===== src/lc3b_defines.svh =====
`ifndef LC3B_DEFINES_SVH
`define LC3B_DEFINES_SVH

`define LC3B_WORD_W   16
`define LC3B_NUM_REGS 8
`define LC3B_RESET_PC 16'h0000

// ALU operand B select
`define ALUMUX_SR2      3'd0
`define ALUMUX_IMM5     3'd1
`define ALUMUX_OFF6_SL1 3'd2
`define ALUMUX_IMM4     3'd3
`define ALUMUX_OFF6     3'd4
`define ALUMUX_CONST8   3'd5

// Register file write data select
`define REGMUX_ALU    3'd0
`define REGMUX_MDR    3'd1
`define REGMUX_PCOFF9 3'd2
`define REGMUX_PC     3'd3
`define REGMUX_MDR_LO 3'd4
`define REGMUX_MDR_HI 3'd5

// Next PC select
`define PCMUX_PLUS2 2'd0
`define PCMUX_BRADD 2'd1
`define PCMUX_SR1   2'd2

`endif


===== src/lc3b_pkg.sv =====
`default_nettype none

package lc3b_pkg;

    // Standard LC-3b opcode encoding
    typedef enum logic [3:0] {
        op_br   = 4'd0,
        op_add  = 4'd1,
        op_ldb  = 4'd2,
        op_stb  = 4'd3,
        op_jsr  = 4'd4,
        op_and  = 4'd5,
        op_ldr  = 4'd6,
        op_str  = 4'd7,
        op_rti  = 4'd8,
        op_not  = 4'd9,
        op_ldi  = 4'd10,
        op_sti  = 4'd11,
        op_jmp  = 4'd12,
        op_shf  = 4'd13,
        op_lea  = 4'd14,
        op_trap = 4'd15
    } opcode_t;

    typedef enum logic [2:0] {
        alu_add,
        alu_and,
        alu_not,
        alu_pass,
        alu_sll,
        alu_srl,
        alu_sra
    } aluop_t;

    typedef enum logic [4:0] {
        s_fetch1,
        s_fetch2,
        s_fetch3,
        s_decode,
        // Register operations
        s_add,
        s_and,
        s_not,
        s_shf,
        // Control flow
        s_br,
        s_br_taken,
        s_jmp,
        s_jsr,
        s_lea,
        // Byte access
        s_calc_addr_b,
        s_ldb1,
        s_ldb2,
        s_stb1,
        s_stb2,
        // Word access
        s_calc_addr_w,
        s_ldr1,
        s_ldr2,
        s_str1,
        s_str2
    } state_t;

endpackage

`default_nettype wire


===== src/lc3b_ctrl_if.sv =====
`default_nettype none

interface lc3b_ctrl_if;

    // Controller commands
    logic                 load_pc;
    logic                 load_ir;
    logic                 load_regfile;
    logic                 load_mar;
    logic                 load_mdr;
    logic                 load_cc;
    logic                 brmux_sel;
    logic [1:0]           pcmux_sel;
    logic                 storemux_sel;
    logic                 destmux_sel;
    logic [2:0]           alumux_sel;
    logic [2:0]           regfilemux_sel;
    logic                 marmux_sel;
    logic                 mdrmux_sel;
    lc3b_pkg::aluop_t     aluop;

    // Datapath status
    lc3b_pkg::opcode_t    opcode;
    logic                 inst4;
    logic                 inst5;
    logic                 inst11;
    logic                 branch_enable;
    logic                 mar_lsb;

    modport control (
        output load_pc, load_ir, load_regfile, load_mar, load_mdr, load_cc,
        output brmux_sel, pcmux_sel, storemux_sel, destmux_sel,
        output alumux_sel, regfilemux_sel, marmux_sel, mdrmux_sel, aluop,
        input  opcode, inst4, inst5, inst11, branch_enable, mar_lsb
    );

    modport datapath (
        input  load_pc, load_ir, load_regfile, load_mar, load_mdr, load_cc,
        input  brmux_sel, pcmux_sel, storemux_sel, destmux_sel,
        input  alumux_sel, regfilemux_sel, marmux_sel, mdrmux_sel, aluop,
        output opcode, inst4, inst5, inst11, branch_enable, mar_lsb
    );

endinterface

`default_nettype wire


===== src/lc3b_alu.sv =====
`default_nettype none

`include "lc3b_defines.svh"

module lc3b_alu (
    input  lc3b_pkg::aluop_t          aluop,
    input  logic [`LC3B_WORD_W-1:0]   a,
    input  logic [`LC3B_WORD_W-1:0]   b,
    output logic [`LC3B_WORD_W-1:0]   f
);

    // Shift distance is the low nibble of b
    logic [3:0] shamt;

    assign shamt = b[3:0];

    always_comb begin
        case (aluop)
            lc3b_pkg::alu_add:  f = a + b;
            lc3b_pkg::alu_and:  f = a & b;
            lc3b_pkg::alu_not:  f = ~a;
            lc3b_pkg::alu_pass: f = a;
            lc3b_pkg::alu_sll:  f = a << shamt;
            lc3b_pkg::alu_srl:  f = a >> shamt;
            // Sign bit fills from the left
            lc3b_pkg::alu_sra:  f = $unsigned($signed(a) >>> shamt);
            default:            f = a;
        endcase
    end

endmodule

`default_nettype wire


===== src/lc3b_datapath.sv =====
`default_nettype none

`include "lc3b_defines.svh"

module lc3b_datapath (
    input  logic                      clk,
    input  logic                      arst_n,
    lc3b_ctrl_if.datapath             ctrl,
    output logic [`LC3B_WORD_W-1:0]   mem_address,
    output logic [`LC3B_WORD_W-1:0]   mem_wdata,
    input  logic [`LC3B_WORD_W-1:0]   mem_rdata
);

    localparam int W  = `LC3B_WORD_W;
    localparam int RW = $clog2(`LC3B_NUM_REGS);

    logic [W-1:0]  pc, ir, mar, mdr;
    logic [2:0]    nzp;
    logic [W-1:0]  regs [`LC3B_NUM_REGS];

    logic [RW-1:0] sr1_idx, dest_idx;
    logic [W-1:0]  sr1_out, sr2_out;
    logic [W-1:0]  alu_b, alu_out;
    logic [W-1:0]  br_off, br_add;
    logic [W-1:0]  pc_next, regfile_in;
    logic [2:0]    nzp_next;

    // Operand fields
    assign sr1_idx  = ctrl.storemux_sel ? ir[11:9] : ir[8:6];
    assign dest_idx = ctrl.destmux_sel ? RW'(7) : ir[11:9];
    assign sr1_out  = regs[sr1_idx];
    assign sr2_out  = regs[ir[2:0]];

    always_comb begin
        case (ctrl.alumux_sel)
            `ALUMUX_IMM5:     alu_b = {{(W-5){ir[4]}}, ir[4:0]};
            `ALUMUX_OFF6_SL1: alu_b = {{(W-7){ir[5]}}, ir[5:0], 1'b0};
            `ALUMUX_IMM4:     alu_b = {{(W-4){1'b0}}, ir[3:0]};
            `ALUMUX_OFF6:     alu_b = {{(W-6){ir[5]}}, ir[5:0]};
            `ALUMUX_CONST8:   alu_b = W'(8);
            default:          alu_b = sr2_out;
        endcase
    end

    lc3b_alu alu_i (
        .aluop (ctrl.aluop),
        .a     (sr1_out),
        .b     (alu_b),
        .f     (alu_out)
    );

    // Branch adder, offset9 for BR and LEA, offset11 for JSR
    assign br_off = ctrl.brmux_sel ? {{(W-12){ir[10]}}, ir[10:0], 1'b0}
                                   : {{(W-10){ir[8]}}, ir[8:0], 1'b0};
    assign br_add = pc + br_off;

    always_comb begin
        case (ctrl.pcmux_sel)
            `PCMUX_BRADD: pc_next = br_add;
            `PCMUX_SR1:   pc_next = sr1_out;
            default:      pc_next = pc + W'(2);
        endcase
    end

    always_comb begin
        case (ctrl.regfilemux_sel)
            `REGMUX_MDR:    regfile_in = mdr;
            `REGMUX_PCOFF9: regfile_in = br_add;
            `REGMUX_PC:     regfile_in = pc;
            `REGMUX_MDR_LO: regfile_in = {{(W-8){1'b0}}, mdr[7:0]};
            `REGMUX_MDR_HI: regfile_in = {{(W-8){1'b0}}, mdr[15:8]};
            default:        regfile_in = alu_out;
        endcase
    end

    // Flags follow the value written back
    assign nzp_next = regfile_in[W-1] ? 3'b100 :
                      (regfile_in == '0) ? 3'b010 : 3'b001;

    always_ff @(posedge clk or negedge arst_n) begin
        if (!arst_n) begin
            pc  <= `LC3B_RESET_PC;
            ir  <= '0;
            mar <= '0;
            mdr <= '0;
            nzp <= 3'b010;
            for (int i = 0; i < `LC3B_NUM_REGS; i++) begin
                regs[i] <= '0;
            end
        end else begin
            if (ctrl.load_pc) begin
                pc <= pc_next;
            end
            if (ctrl.load_ir) begin
                ir <= mdr;
            end
            if (ctrl.load_mar) begin
                mar <= ctrl.marmux_sel ? pc : alu_out;
            end
            if (ctrl.load_mdr) begin
                mdr <= ctrl.mdrmux_sel ? mem_rdata : alu_out;
            end
            if (ctrl.load_cc) begin
                nzp <= nzp_next;
            end
            if (ctrl.load_regfile) begin
                regs[dest_idx] <= regfile_in;
            end
        end
    end

    // Status back to the controller
    assign ctrl.opcode        = lc3b_pkg::opcode_t'(ir[15:12]);
    assign ctrl.inst4         = ir[4];
    assign ctrl.inst5         = ir[5];
    assign ctrl.inst11        = ir[11];
    assign ctrl.branch_enable = |(ir[11:9] & nzp);
    assign ctrl.mar_lsb       = mar[0];

    assign mem_address = mar;
    assign mem_wdata   = mdr;

endmodule

`default_nettype wire


===== src/lc3b_control.sv =====
`default_nettype none

`include "lc3b_defines.svh"

module lc3b_control (
    input  logic          clk,
    input  logic          arst_n,
    lc3b_ctrl_if.control  ctrl,
    input  logic          mem_resp,
    output logic          mem_read,
    output logic          mem_write,
    output logic [1:0]    mem_byte_enable
);

    lc3b_pkg::state_t state, next_state;

    always_ff @(posedge clk or negedge arst_n) begin
        if (!arst_n) begin
            state <= lc3b_pkg::s_fetch1;
        end else begin
            state <= next_state;
        end
    end

    always_comb begin
        next_state = state;
        case (state)
            lc3b_pkg::s_fetch1: next_state = lc3b_pkg::s_fetch2;
            lc3b_pkg::s_fetch2: begin
                if (mem_resp) begin
                    next_state = lc3b_pkg::s_fetch3;
                end
            end
            lc3b_pkg::s_fetch3: next_state = lc3b_pkg::s_decode;
            lc3b_pkg::s_decode: begin
                case (ctrl.opcode)
                    lc3b_pkg::op_add: next_state = lc3b_pkg::s_add;
                    lc3b_pkg::op_and: next_state = lc3b_pkg::s_and;
                    lc3b_pkg::op_not: next_state = lc3b_pkg::s_not;
                    lc3b_pkg::op_shf: next_state = lc3b_pkg::s_shf;
                    lc3b_pkg::op_br:  next_state = lc3b_pkg::s_br;
                    lc3b_pkg::op_jmp: next_state = lc3b_pkg::s_jmp;
                    lc3b_pkg::op_jsr: next_state = lc3b_pkg::s_jsr;
                    lc3b_pkg::op_lea: next_state = lc3b_pkg::s_lea;
                    lc3b_pkg::op_ldb,
                    lc3b_pkg::op_stb: next_state = lc3b_pkg::s_calc_addr_b;
                    lc3b_pkg::op_ldr,
                    lc3b_pkg::op_str: next_state = lc3b_pkg::s_calc_addr_w;
                    // TRAP, LDI, STI, RTI and 15 act as no-ops
                    default:          next_state = lc3b_pkg::s_fetch1;
                endcase
            end
            lc3b_pkg::s_br: begin
                next_state = ctrl.branch_enable ? lc3b_pkg::s_br_taken
                                                : lc3b_pkg::s_fetch1;
            end
            lc3b_pkg::s_calc_addr_b: begin
                next_state = (ctrl.opcode == lc3b_pkg::op_ldb) ? lc3b_pkg::s_ldb1
                                                                : lc3b_pkg::s_stb1;
            end
            lc3b_pkg::s_calc_addr_w: begin
                next_state = (ctrl.opcode == lc3b_pkg::op_ldr) ? lc3b_pkg::s_ldr1
                                                                : lc3b_pkg::s_str1;
            end
            lc3b_pkg::s_stb1: next_state = lc3b_pkg::s_stb2;
            lc3b_pkg::s_str1: next_state = lc3b_pkg::s_str2;
            lc3b_pkg::s_ldb1: begin
                if (mem_resp) begin
                    next_state = lc3b_pkg::s_ldb2;
                end
            end
            lc3b_pkg::s_ldr1: begin
                if (mem_resp) begin
                    next_state = lc3b_pkg::s_ldr2;
                end
            end
            // Memory states hold until the response
            lc3b_pkg::s_stb2,
            lc3b_pkg::s_str2: begin
                if (mem_resp) begin
                    next_state = lc3b_pkg::s_fetch1;
                end
            end
            default: next_state = lc3b_pkg::s_fetch1;
        endcase
    end

    always_comb begin
        ctrl.load_pc        = 1'b0;
        ctrl.load_ir        = 1'b0;
        ctrl.load_regfile   = 1'b0;
        ctrl.load_mar       = 1'b0;
        ctrl.load_mdr       = 1'b0;
        ctrl.load_cc        = 1'b0;
        ctrl.brmux_sel      = 1'b0;
        ctrl.pcmux_sel      = `PCMUX_PLUS2;
        ctrl.storemux_sel   = 1'b0;
        ctrl.destmux_sel    = 1'b0;
        ctrl.alumux_sel     = `ALUMUX_SR2;
        ctrl.regfilemux_sel = `REGMUX_ALU;
        ctrl.marmux_sel     = 1'b0;
        ctrl.mdrmux_sel     = 1'b0;
        ctrl.aluop          = lc3b_pkg::alu_add;
        mem_read            = 1'b0;
        mem_write           = 1'b0;
        mem_byte_enable     = 2'b11;

        case (state)
            lc3b_pkg::s_fetch1: begin
                // MAR gets PC, PC advances
                ctrl.marmux_sel = 1'b1;
                ctrl.load_mar   = 1'b1;
                ctrl.load_pc    = 1'b1;
            end
            lc3b_pkg::s_fetch2,
            lc3b_pkg::s_ldb1,
            lc3b_pkg::s_ldr1: begin
                mem_read        = 1'b1;
                ctrl.mdrmux_sel = 1'b1;
                ctrl.load_mdr   = 1'b1;
            end
            lc3b_pkg::s_fetch3: ctrl.load_ir = 1'b1;
            lc3b_pkg::s_add,
            lc3b_pkg::s_and,
            lc3b_pkg::s_not: begin
                ctrl.alumux_sel   = ctrl.inst5 ? `ALUMUX_IMM5 : `ALUMUX_SR2;
                ctrl.aluop        = (state == lc3b_pkg::s_add) ? lc3b_pkg::alu_add :
                                    (state == lc3b_pkg::s_and) ? lc3b_pkg::alu_and :
                                                                 lc3b_pkg::alu_not;
                ctrl.load_cc      = 1'b1;
                ctrl.load_regfile = 1'b1;
            end
            lc3b_pkg::s_shf: begin
                ctrl.alumux_sel   = `ALUMUX_IMM4;
                ctrl.aluop        = !ctrl.inst4 ? lc3b_pkg::alu_sll :
                                    !ctrl.inst5 ? lc3b_pkg::alu_srl : lc3b_pkg::alu_sra;
                ctrl.load_cc      = 1'b1;
                ctrl.load_regfile = 1'b1;
            end
            lc3b_pkg::s_br_taken: begin
                ctrl.pcmux_sel = `PCMUX_BRADD;
                ctrl.load_pc   = 1'b1;
            end
            lc3b_pkg::s_jmp: begin
                ctrl.pcmux_sel = `PCMUX_SR1;
                ctrl.load_pc   = 1'b1;
            end
            lc3b_pkg::s_jsr: begin
                // Link to R7 and jump in the same cycle
                ctrl.regfilemux_sel = `REGMUX_PC;
                ctrl.destmux_sel    = 1'b1;
                ctrl.load_regfile   = 1'b1;
                ctrl.brmux_sel      = 1'b1;
                ctrl.pcmux_sel      = ctrl.inst11 ? `PCMUX_BRADD : `PCMUX_SR1;
                ctrl.load_pc        = 1'b1;
            end
            lc3b_pkg::s_lea: begin
                ctrl.regfilemux_sel = `REGMUX_PCOFF9;
                ctrl.load_cc        = 1'b1;
                ctrl.load_regfile   = 1'b1;
            end
            lc3b_pkg::s_calc_addr_b,
            lc3b_pkg::s_calc_addr_w: begin
                ctrl.alumux_sel = (state == lc3b_pkg::s_calc_addr_b) ? `ALUMUX_OFF6
                                                                     : `ALUMUX_OFF6_SL1;
                ctrl.load_mar   = 1'b1;
            end
            lc3b_pkg::s_ldb2: begin
                ctrl.regfilemux_sel = ctrl.mar_lsb ? `REGMUX_MDR_HI : `REGMUX_MDR_LO;
                ctrl.load_cc        = 1'b1;
                ctrl.load_regfile   = 1'b1;
            end
            lc3b_pkg::s_ldr2: begin
                ctrl.regfilemux_sel = `REGMUX_MDR;
                ctrl.load_cc        = 1'b1;
                ctrl.load_regfile   = 1'b1;
            end
            lc3b_pkg::s_stb1,
            lc3b_pkg::s_str1: begin
                // Store source through the ALU, odd bytes move to the high lane
                ctrl.storemux_sel = 1'b1;
                ctrl.alumux_sel   = `ALUMUX_CONST8;
                ctrl.aluop        = (state == lc3b_pkg::s_stb1 && ctrl.mar_lsb) ?
                                    lc3b_pkg::alu_sll : lc3b_pkg::alu_pass;
                ctrl.load_mdr     = 1'b1;
            end
            lc3b_pkg::s_stb2: begin
                mem_write       = 1'b1;
                mem_byte_enable = ctrl.mar_lsb ? 2'b10 : 2'b01;
            end
            lc3b_pkg::s_str2: mem_write = 1'b1;
            default: ;
        endcase
    end

endmodule

`default_nettype wire


===== src/lc3b_cpu.sv =====
`default_nettype none

`include "lc3b_defines.svh"

module lc3b_cpu (
    input  logic                      clk,
    input  logic                      arst_n,
    output logic [`LC3B_WORD_W-1:0]   mem_address,
    output logic [`LC3B_WORD_W-1:0]   mem_wdata,
    input  logic [`LC3B_WORD_W-1:0]   mem_rdata,
    input  logic                      mem_resp,
    output logic                      mem_read,
    output logic                      mem_write,
    output logic [1:0]                mem_byte_enable
);

    // Commands and status between controller and datapath
    lc3b_ctrl_if ctrl_bus ();

    lc3b_control control_i (
        .clk             (clk),
        .arst_n          (arst_n),
        .ctrl            (ctrl_bus.control),
        .mem_resp        (mem_resp),
        .mem_read        (mem_read),
        .mem_write       (mem_write),
        .mem_byte_enable (mem_byte_enable)
    );

    lc3b_datapath datapath_i (
        .clk         (clk),
        .arst_n      (arst_n),
        .ctrl        (ctrl_bus.datapath),
        .mem_address (mem_address),
        .mem_wdata   (mem_wdata),
        .mem_rdata   (mem_rdata)
    );

endmodule

`default_nettype wire


===== config.mk =====
export PLATFORM = sky130hd
export DESIGN_NAME = lc3b_cpu
export DESIGN_NICKNAME = d
export VERILOG_FILES = /design/src/lc3b_pkg.sv /design/src/lc3b_ctrl_if.sv /design/src/lc3b_alu.sv /design/src/lc3b_datapath.sv /design/src/lc3b_control.sv /design/src/lc3b_cpu.sv
export VERILOG_INCLUDE_DIRS = /design/src
export SDC_FILE = /design/constraint.sdc
export NUM_CORES = 1
export LEC_CHECK = 0
export BUFFER_PORTS_ARGS = -buffer_cell sky130_fd_sc_hd__buf_2
export CORE_MARGIN = 2
export CORE_UTILIZATION = 46
export CTS_BUF_LIST = sky130_fd_sc_hd__clkbuf_4 sky130_fd_sc_hd__clkbuf_8
export CTS_CLUSTER_DIAMETER = 80
export CTS_CLUSTER_SIZE = 40
export DETAILED_ROUTE_END_ITERATION = 8
export HOLD_SLACK_MARGIN = 0.03
export PLACE_DENSITY = 0.69
export SLEW_MARGIN = 20
export SYNTH_ARGS = -nofsm -noshare
export SYNTH_HDL_FRONTEND = slang
export SYNTH_SLANG_ARGS = --single-unit

===== constraint.sdc =====
create_clock -name clk -period 16.6 [get_ports clk]
set_input_delay 2.49 -clock clk [delete_from_list [all_inputs] [get_ports clk]]
set_output_delay 2.49 -clock clk [all_outputs]
set_load 0.02 [all_outputs]

=== Yosys cells after proc, flatten, opt, wreduce, memory -nomap -nowiden ===
Memories as Yosys holds them, arrays and structs flattened.
Cells that the tools add are included.

* Muxes and demuxes: 54
* Equal/unequal tests: 45
* $add $sub $neg: 3
* Bitwise operators: 6
* Order comparisons: 4
* Divide/modulo/power cells: 0
* Reductions and logical operators: 17
* Shift operators: 3
* Multiply operators: 0

{| class="wikitable"
|+ Operator list
! kind !! count
|-
| 16-bit one-hot mux with 5 select lines || 2
|-
| 128-bit bitwise mux || 1
|-
| 16-bit 2-to-1 mux || 8
|-
| 16-bit binary-select mux with 3-bit select || 2
|-
| 16-bit one-hot mux with 6 select lines || 1
|-
| 5-bit one-hot mux with 12 select lines || 1
|-
| 16-bit demux with 3-bit select || 1
|-
| 5-bit by 4-bit == test with 1-bit output (second input constant) || 8
|-
| 5-bit == test (second input constant) || 7
|-
| 16-bit adder || 2
|-
| 16-bit one-hot mux with 2 select lines || 1
|-
| 5-bit 2-to-1 mux || 5
|-
| 3-bit 2-to-1 mux || 8
|-
| 3-bit one-hot mux with 4 select lines || 2
|-
| 3-bit == test (second input constant) || 7
|-
| 5-bit by 3-bit == test with 1-bit output (second input constant) || 4
|-
| 16-bit by 2-bit adder with 16-bit output (second input constant) || 1
|-
| 16-bit AND || 1
|-
| 16-bit logical NOT || 1
|-
| 16-bit NOT || 1
|-
| 16-bit by 4-bit left shift with 16-bit output || 1
|-
| 16-bit by 4-bit >> shifter with 16-bit output || 1
|-
| 16-bit by 4-bit >>> shifter with 16-bit output || 1
|-
| 3-bit by 2-bit == test with 1-bit output (second input constant) || 5
|-
| other kinds (28) || 60
|}

* Register bits after elaboration: 200
* Memories kept: 1
* Memory bits (read-only): 80
* Bits in writable memories: 0
* Input port bits: 19
* Latch bits: 0
* Word-level logic and storage cells: 147
* Output and inout bits: 36

{| class="wikitable"
|+ Memory list
! memory !! words !! width !! read ports !! clocked after Yosys merged registers in !! wr ports !! line !! text
|-
| (name not given) || 16 || 5 || 1 || 0 || 0 || lc3b_control.sv:36 || <nowiki>case (ctrl.opcode)</nowiki>
|}

=== Longest topological paths before layout ===
* Word-level depth: 14
* Depth in mapped cells: 26
* Depth with buffers taken out: 21

=== Cells and area by module ===
A second synthesis with hierarchy kept.

* Cells, all modules: 1682
* Area total of the unflattened synthesis: 15925.3 µm²

{| class="wikitable"
|+ Modules (own cells, without submodules)
! module !! instances !! cells each !! area each (µm²) !! seq. area each (µm²)
|-
| lc3b_datapath || 1 || 1110 || 11871.4 || 4880.9
|-
| lc3b_alu || 1 || 411 || 2905.3 || 0.0
|-
| lc3b_control || 1 || 161 || 1148.6 || 125.1
|}

=== Worst setup path before layout ===
No wires, ideal clock.

* Kind: reg-to-reg
* From: register control_i.state[2]
* To: register datapath_i.nzp[1]
* Buffers on the path: 4
* Clock period less this slack: 5.654 ns
* Data required time: 16.537 ns
* Cell stages (with the launch flop): 23
* Arrival: 5.591 ns
* Slack: 10.946 ns
* Library setup time: 0.063 ns
* Cells stage by stage: dfrtp_1 -> buf_2 -> or3b_1 -> o21ai_1 -> or2_1 -> buf_2 -> mux2i_4 -> inv_2 -> buf_1 -> buf_2 -> fa_1 -> a21o_1 -> a21oi_1 -> xnor2_1 -> a221o_1 -> a211o_1 -> a2111o_1 -> o32a_1 -> o21a_1 -> or3b_1 -> nor4_1 -> and4_1 -> a32o_1

* Cells in the longest elaborated chain, start to end: 14
* Elaborated cells between the ends (all ways): 62
* Classes of those cells: add/sub (2); eq/ne (27); shift (3); mux (20); bitwise (3); reduce/logical (7)

{| class="wikitable"
|+ Ends and longest elaborated chain
! item !! line !! text
|-
| from (decl) || lc3b_control.sv:15 || <nowiki>lc3b_pkg::state_t state, next_state;</nowiki>
|-
| from (signal assigned) || lc3b_control.sv:19 || <nowiki>state <= lc3b_pkg::s_fetch1;</nowiki>
|-
| from (signal assigned) || lc3b_control.sv:21 || <nowiki>state <= next_state;</nowiki>
|-
| 5-bit == test (on tied branches) || lc3b_control.sv:108, lc3b_control.sv:183 ||
|-
| 2-bit OR reduction || lc3b_control.sv:108 || <nowiki>case (state)</nowiki>
|-
| 1-bit 2-to-1 mux || lc3b_control.sv:108 ||
|-
| 3-bit 2-to-1 mux || lc3b_datapath.sv:29 || <nowiki>assign sr1_idx = ctrl.storemux_sel ? ir[11:9] : ir[8:6];</nowiki>
|-
| 3-bit NOT with 4-bit output (implied by the code) || lc3b_datapath.sv:31 || <nowiki>assign sr1_out = regs[sr1_idx];</nowiki>
|-
| 16-bit binary-select mux with 3-bit select || lc3b_datapath.sv:31 ||
|-
| 16-bit 2-to-1 mux (implied by the code) (2 in series) || lc3b_datapath.sv:31 ||
|-
| 16-bit adder (tied with other cells) || lc3b_alu.sv:19 || <nowiki>lc3b_pkg::alu_add: f = a + b;</nowiki>
|-
| 16-bit one-hot mux with 6 select lines || lc3b_alu.sv:18 || <nowiki>case (aluop)</nowiki>
|-
| 16-bit one-hot mux with 5 select lines || lc3b_datapath.sv:66 || <nowiki>case (ctrl.regfilemux_sel)</nowiki>
|-
| 16-bit logical NOT || lc3b_datapath.sv:78 || <nowiki>(regfile_in == '0) ? 3'b010 : 3'b001;</nowiki>
|-
| 2-bit 2-to-1 mux || lc3b_datapath.sv:78 ||
|-
| 3-bit 2-to-1 mux || lc3b_datapath.sv:77 || <nowiki>assign nzp_next = regfile_in[W-1] ? 3'b100 :</nowiki>
|-
| to (signal assigned) || lc3b_datapath.sv:104 || <nowiki>nzp <= nzp_next;</nowiki>
|-
| to (decl) || lc3b_datapath.sv:18 || <nowiki>logic [2:0] nzp;</nowiki>
|}

Parallel ways exist; a longest one is shown, timed or not. The select of a mux whose other input is x is not followed.
A chain may end at the register's enable or synchronous reset.

=== Final worst setup path ===
* From: register control_i.state[4]
* To: register datapath_i.nzp[1]

The elaborated chain is that of the path after synthesis.

==> run_results.csv <==
group,metric,value,unit
global_routing,grtUsageMet1,50.2,%
cts,ctsLongestPathBuffers,2,
min_path,min-delay-start,"datapath_i.nzp[2]",
worst_setup_path,cp_slowest_stage_delay,980,ps
sta,final.setup_skew,17.8,ps
global_routing,grt_antenna_before_repair,1,
global_routing,first_pass_grt_wire_length,96.7,mm
cts,cts.repair.resized,0,
global_routing,largest_net_degree_at_the_start_of_global_routing,93,
detailed_routing,vias_per_std_cell,7.20,
cts,clock_sinks,200,
die,std_cell_rows,67,
yosys,synth.area.top_cells,"dfrtp_1 32%, mux2_2 6.4%, mux2i_1 5.8%",
min_path,hold-path-cell-count,1,
placement,place.gp.congestion,0.975,
die,fp.dieH,189,µm
sta,number_of_max_slew_violations_in_the_final_report,0,
worst_setup_path,wp_data_arrival,8420,ps
worst_setup_path,timing.rr.start,"control_i.state[4]",
cts,cts_hold_buf,0,
cts,root_buffer,"clkbuf_8",
yosys,synth.yosys.seq_area_share,31.7,%
global_routing,vias_in_the_first_global_route,14500,
die,fp.coreArea,0.0337,mm²
die,initial_utilization,46.9,%
min_path,hp-class,"reg2reg",
placement,port_buffers,54,
yosys,ys_dominant_reg_cell,"dfrtp_1",
worst_setup_path,cp_cell_sequence,"nor3b_2 > buf_4 > nand3_2 > nand2_1 > mux2i_1 > a221o_1 > inv_1 > ha_1 > fa_1 > a21o_1 > a21oi_1 > o21ai_0 > nand3_1 > nand3_1 > a41oi_1 > xnor2_1 > a211o_1 > o22ai_1 > o21ai_0 > a21oi_1 > and3b_1 > a32o_1",
cts,cts_made_buffers,17,
detailed_routing,drt_pass1_iterations,9,
detailed_routing,totalWireLength,65.2,mm
cts,post-cts-setup-buffer-count,0,
sta,max_freq,126,MHz
yosys,synth_area,0.0158,mm²
yosys,synth-warning-count,0,
sta,grt_setup_unrepaired,"no",
sta,worst_slew_pin_slew,1190,ps
yosys,synth_enable_flop_cells,0,
detailed_routing,post_dr_wirelength_cell,29.5,µm
yosys,synth.net_count,1841,
cts,tritoncts_clock_tree,"yes",
cts,cts-htree-levels,4,
status,failed_checks,"DRC",
worst_setup_path,timing.critical_path.to_type,"flop",
global_routing,grt_most_used_layer,"met2",
yosys,avgSynthCellArea,8.87,µm²
global_routing,globalRoute.totalOverflow,0,
sta,final_worst_path_setup_slack,8670,ps
job,cap_viol_max_count,0,
worst_setup_path,timing.critical_path.slowest_stage_cell,"nand2_1",
worst_setup_path,crit_path_start_kind,"flop",
yosys,yosys_register_bits,200,
global_routing,global_route.usage.met3,9.82,%
yosys,yosys-top-cells-count,"199 x dfrtp_1, 170 x o21ai_0, 163 x nand2_1, 100 x nor2_1, 99 x clkbuf_1",
placement,placedInstanceArea,0.0164,mm²
die,die_extent_in_x,189,µm
worst_setup_path,crit_type,"reg2reg",
sta,finalSetupViolations,0,
detailed_routing,vias,15900,
sta,layout_worst_path_cycle_share,47.8,%
cts,clkTransAtPathRegs,110,ps
worst_setup_path,regToRegEndpoint,"datapath_i.nzp[1]",
sta,timing.max_slew.rel_slack,20.7,%
worst_setup_path,worstPathRequired,17090,ps
yosys,ffs_w_async_s_r_synth,100,%
layout,num-fill-cells,3219,
cts,clk_latency,540,ps
layout,drive_gt1_share,16.7,%
min_path,hold_path_end,"datapath_i.nzp[2]",
yosys,yosysTopAreaCellShare,31.5,%
layout,finish.instance_area,0.0168,mm²
yosys,synth_largest_area_cell,"dfrtp_1",
yosys,post_synth_num_cell_types,89,
worst_setup_path,setup.reg_to_reg.worst_slack,8670,ps
global_routing,global_route.usage.met2,52.9,%
die,die_outline_area,0.0359,mm²
status,status,"finished, violations left",
sta,fin_hold_ws,498,ps
layout,diodes,0,
placement,pre_cts_ws,8490,ps
worst_setup_path,worst_path_fanout_max,33,
global_routing,grt_usage,36.2,%
detailed_routing,final_antenna_net_count,0,
detailed_routing,route.detailed.drc,1,
sta,tmin_final,7930,ps
die,ioPinCount,55,
layout,syn2layout_area_growth,6.42,%
yosys,synthMostInstantiatedCell,"dfrtp_1",
detailed_routing,initial_detailed_routing_violation_count,2603,
sta,timing_hold_violations_final,0,
sta,fin_setup_tns,0,ps
layout,finish.net_count,1812,
worst_setup_path,cells_on_worst_reg2reg_path,22,
yosys,netlist_instances,1782,
placement,dp.final_hpwl,46.3,mm
[registers in the layout (all words and copies together), names as in the netlist]
name and cells:
datapath_i.mem_wdata 16, control_i.state 5, datapath_i.pc 16, datapath_i.nzp 3
datapath_i.regs 128, datapath_i.mem_address 16, datapath_i.ir 16
[through the flow]
stage | cells | utilization (%)
2_1_floorplan | 1782 | -
3_3_place_gp | 2182 | 48.7
3_5_place_dp | 2182 | 48.7
4_1_cts | 2214 | 49.9
5_1_grt | 2214 | 49.9
6_report | 2214 | 49.9
[worst max-delay path by stage]
stage / start / end / slack, ps / cells past startpoint
finish: control_i.state[4] / datapath_i.nzp[1] / 8670 / 22
global route: control_i.state[4] / datapath_i.nzp[1] / 8350 / 22
CTS: control_i.state[4] / datapath_i.nzp[1] / 8450 / 21
detailed placement: control_i.state[4] / datapath_i.nzp[1] / 8490 / 22
global placement: control_i.state[4] / datapath_i.nzp[1] / 8700 / 21
floorplan: control_i.state[2] / datapath_i.nzp[1] / 10950 / 22
[critical path: cells and delay by family, from the launching register on]
kind,cells,cell delay [ps]
flops,1,790
simple gates,6,2430
fa+ha+maj,2,740
mux,1,280
compound gates,10,3100
xor+xnor,1,90
buf+inv,2,430
[kinds of logic (layout without fill, tap and decap cells)]
logic type	Yosys count	in the layout	synth area share [%]
AO/OA/AOI/OAI	609	609	26.2
multiplexers	214	214	16.9
flip-flops	200	200	31.7
XOR/XNOR	34	34	1.98
AND/OR/NAND/NOR	503	503	15.3
adder cells (fa/ha/maj)	41	41	3.33
buffers and inverters	181	165	4.63
[cell type report]
class | count | area [µm²] | area share, %
flip-flops and latches | 200 | 5010 | 29.8
inverters | 34 | 128 | 0.759
repair buffers | 99 | 617 | 3.67
multi-input cells | 1401 | 10100 | 60.1
clock inverters | 13 | 135 | 0.803
clock buffers | 19 | 262 | 1.55
well taps | 448 | 561 | 3.33
[layer usage]
layer	part of all wire, %	wire length [µm]
met5	0	0
met4	4.8	3150
met3	12	8120
met2	42	27700
met1	40	26300
[layout by cell type (no fill, tap or decap), types with 9 or more instances in the layout]
cell      instances
mux4_2           32
a211oi_1         21
a31oi_1          17
xnor2_1          22
a21oi_1          84
nand2b_1         10
a21boi_0         10
a221o_1          14
nor3_1           27
nand4_1          20
a221oi_1         32
inv_1            26
mux2i_1          91
mux2_2           90
and3_1           38
ha_1             38
o21a_1            9
and2_1           13
nor4_1            9
dfrtp_1         196
clkbuf_8         20
xor2_1           10
nor2b_1          13
o211ai_1         11
a32oi_1          17
buf_4            45
buf_2            53
nand3_1          70
a211o_1          13
nor2_1           99
a22oi_1          53
o21ai_0         169
o22ai_1          30
nand2_1         160
a21o_1           18
Power is left out: the tool's default activity adds up to more than one toggle a clock period on the data nets, which glitch-free logic cannot reach.
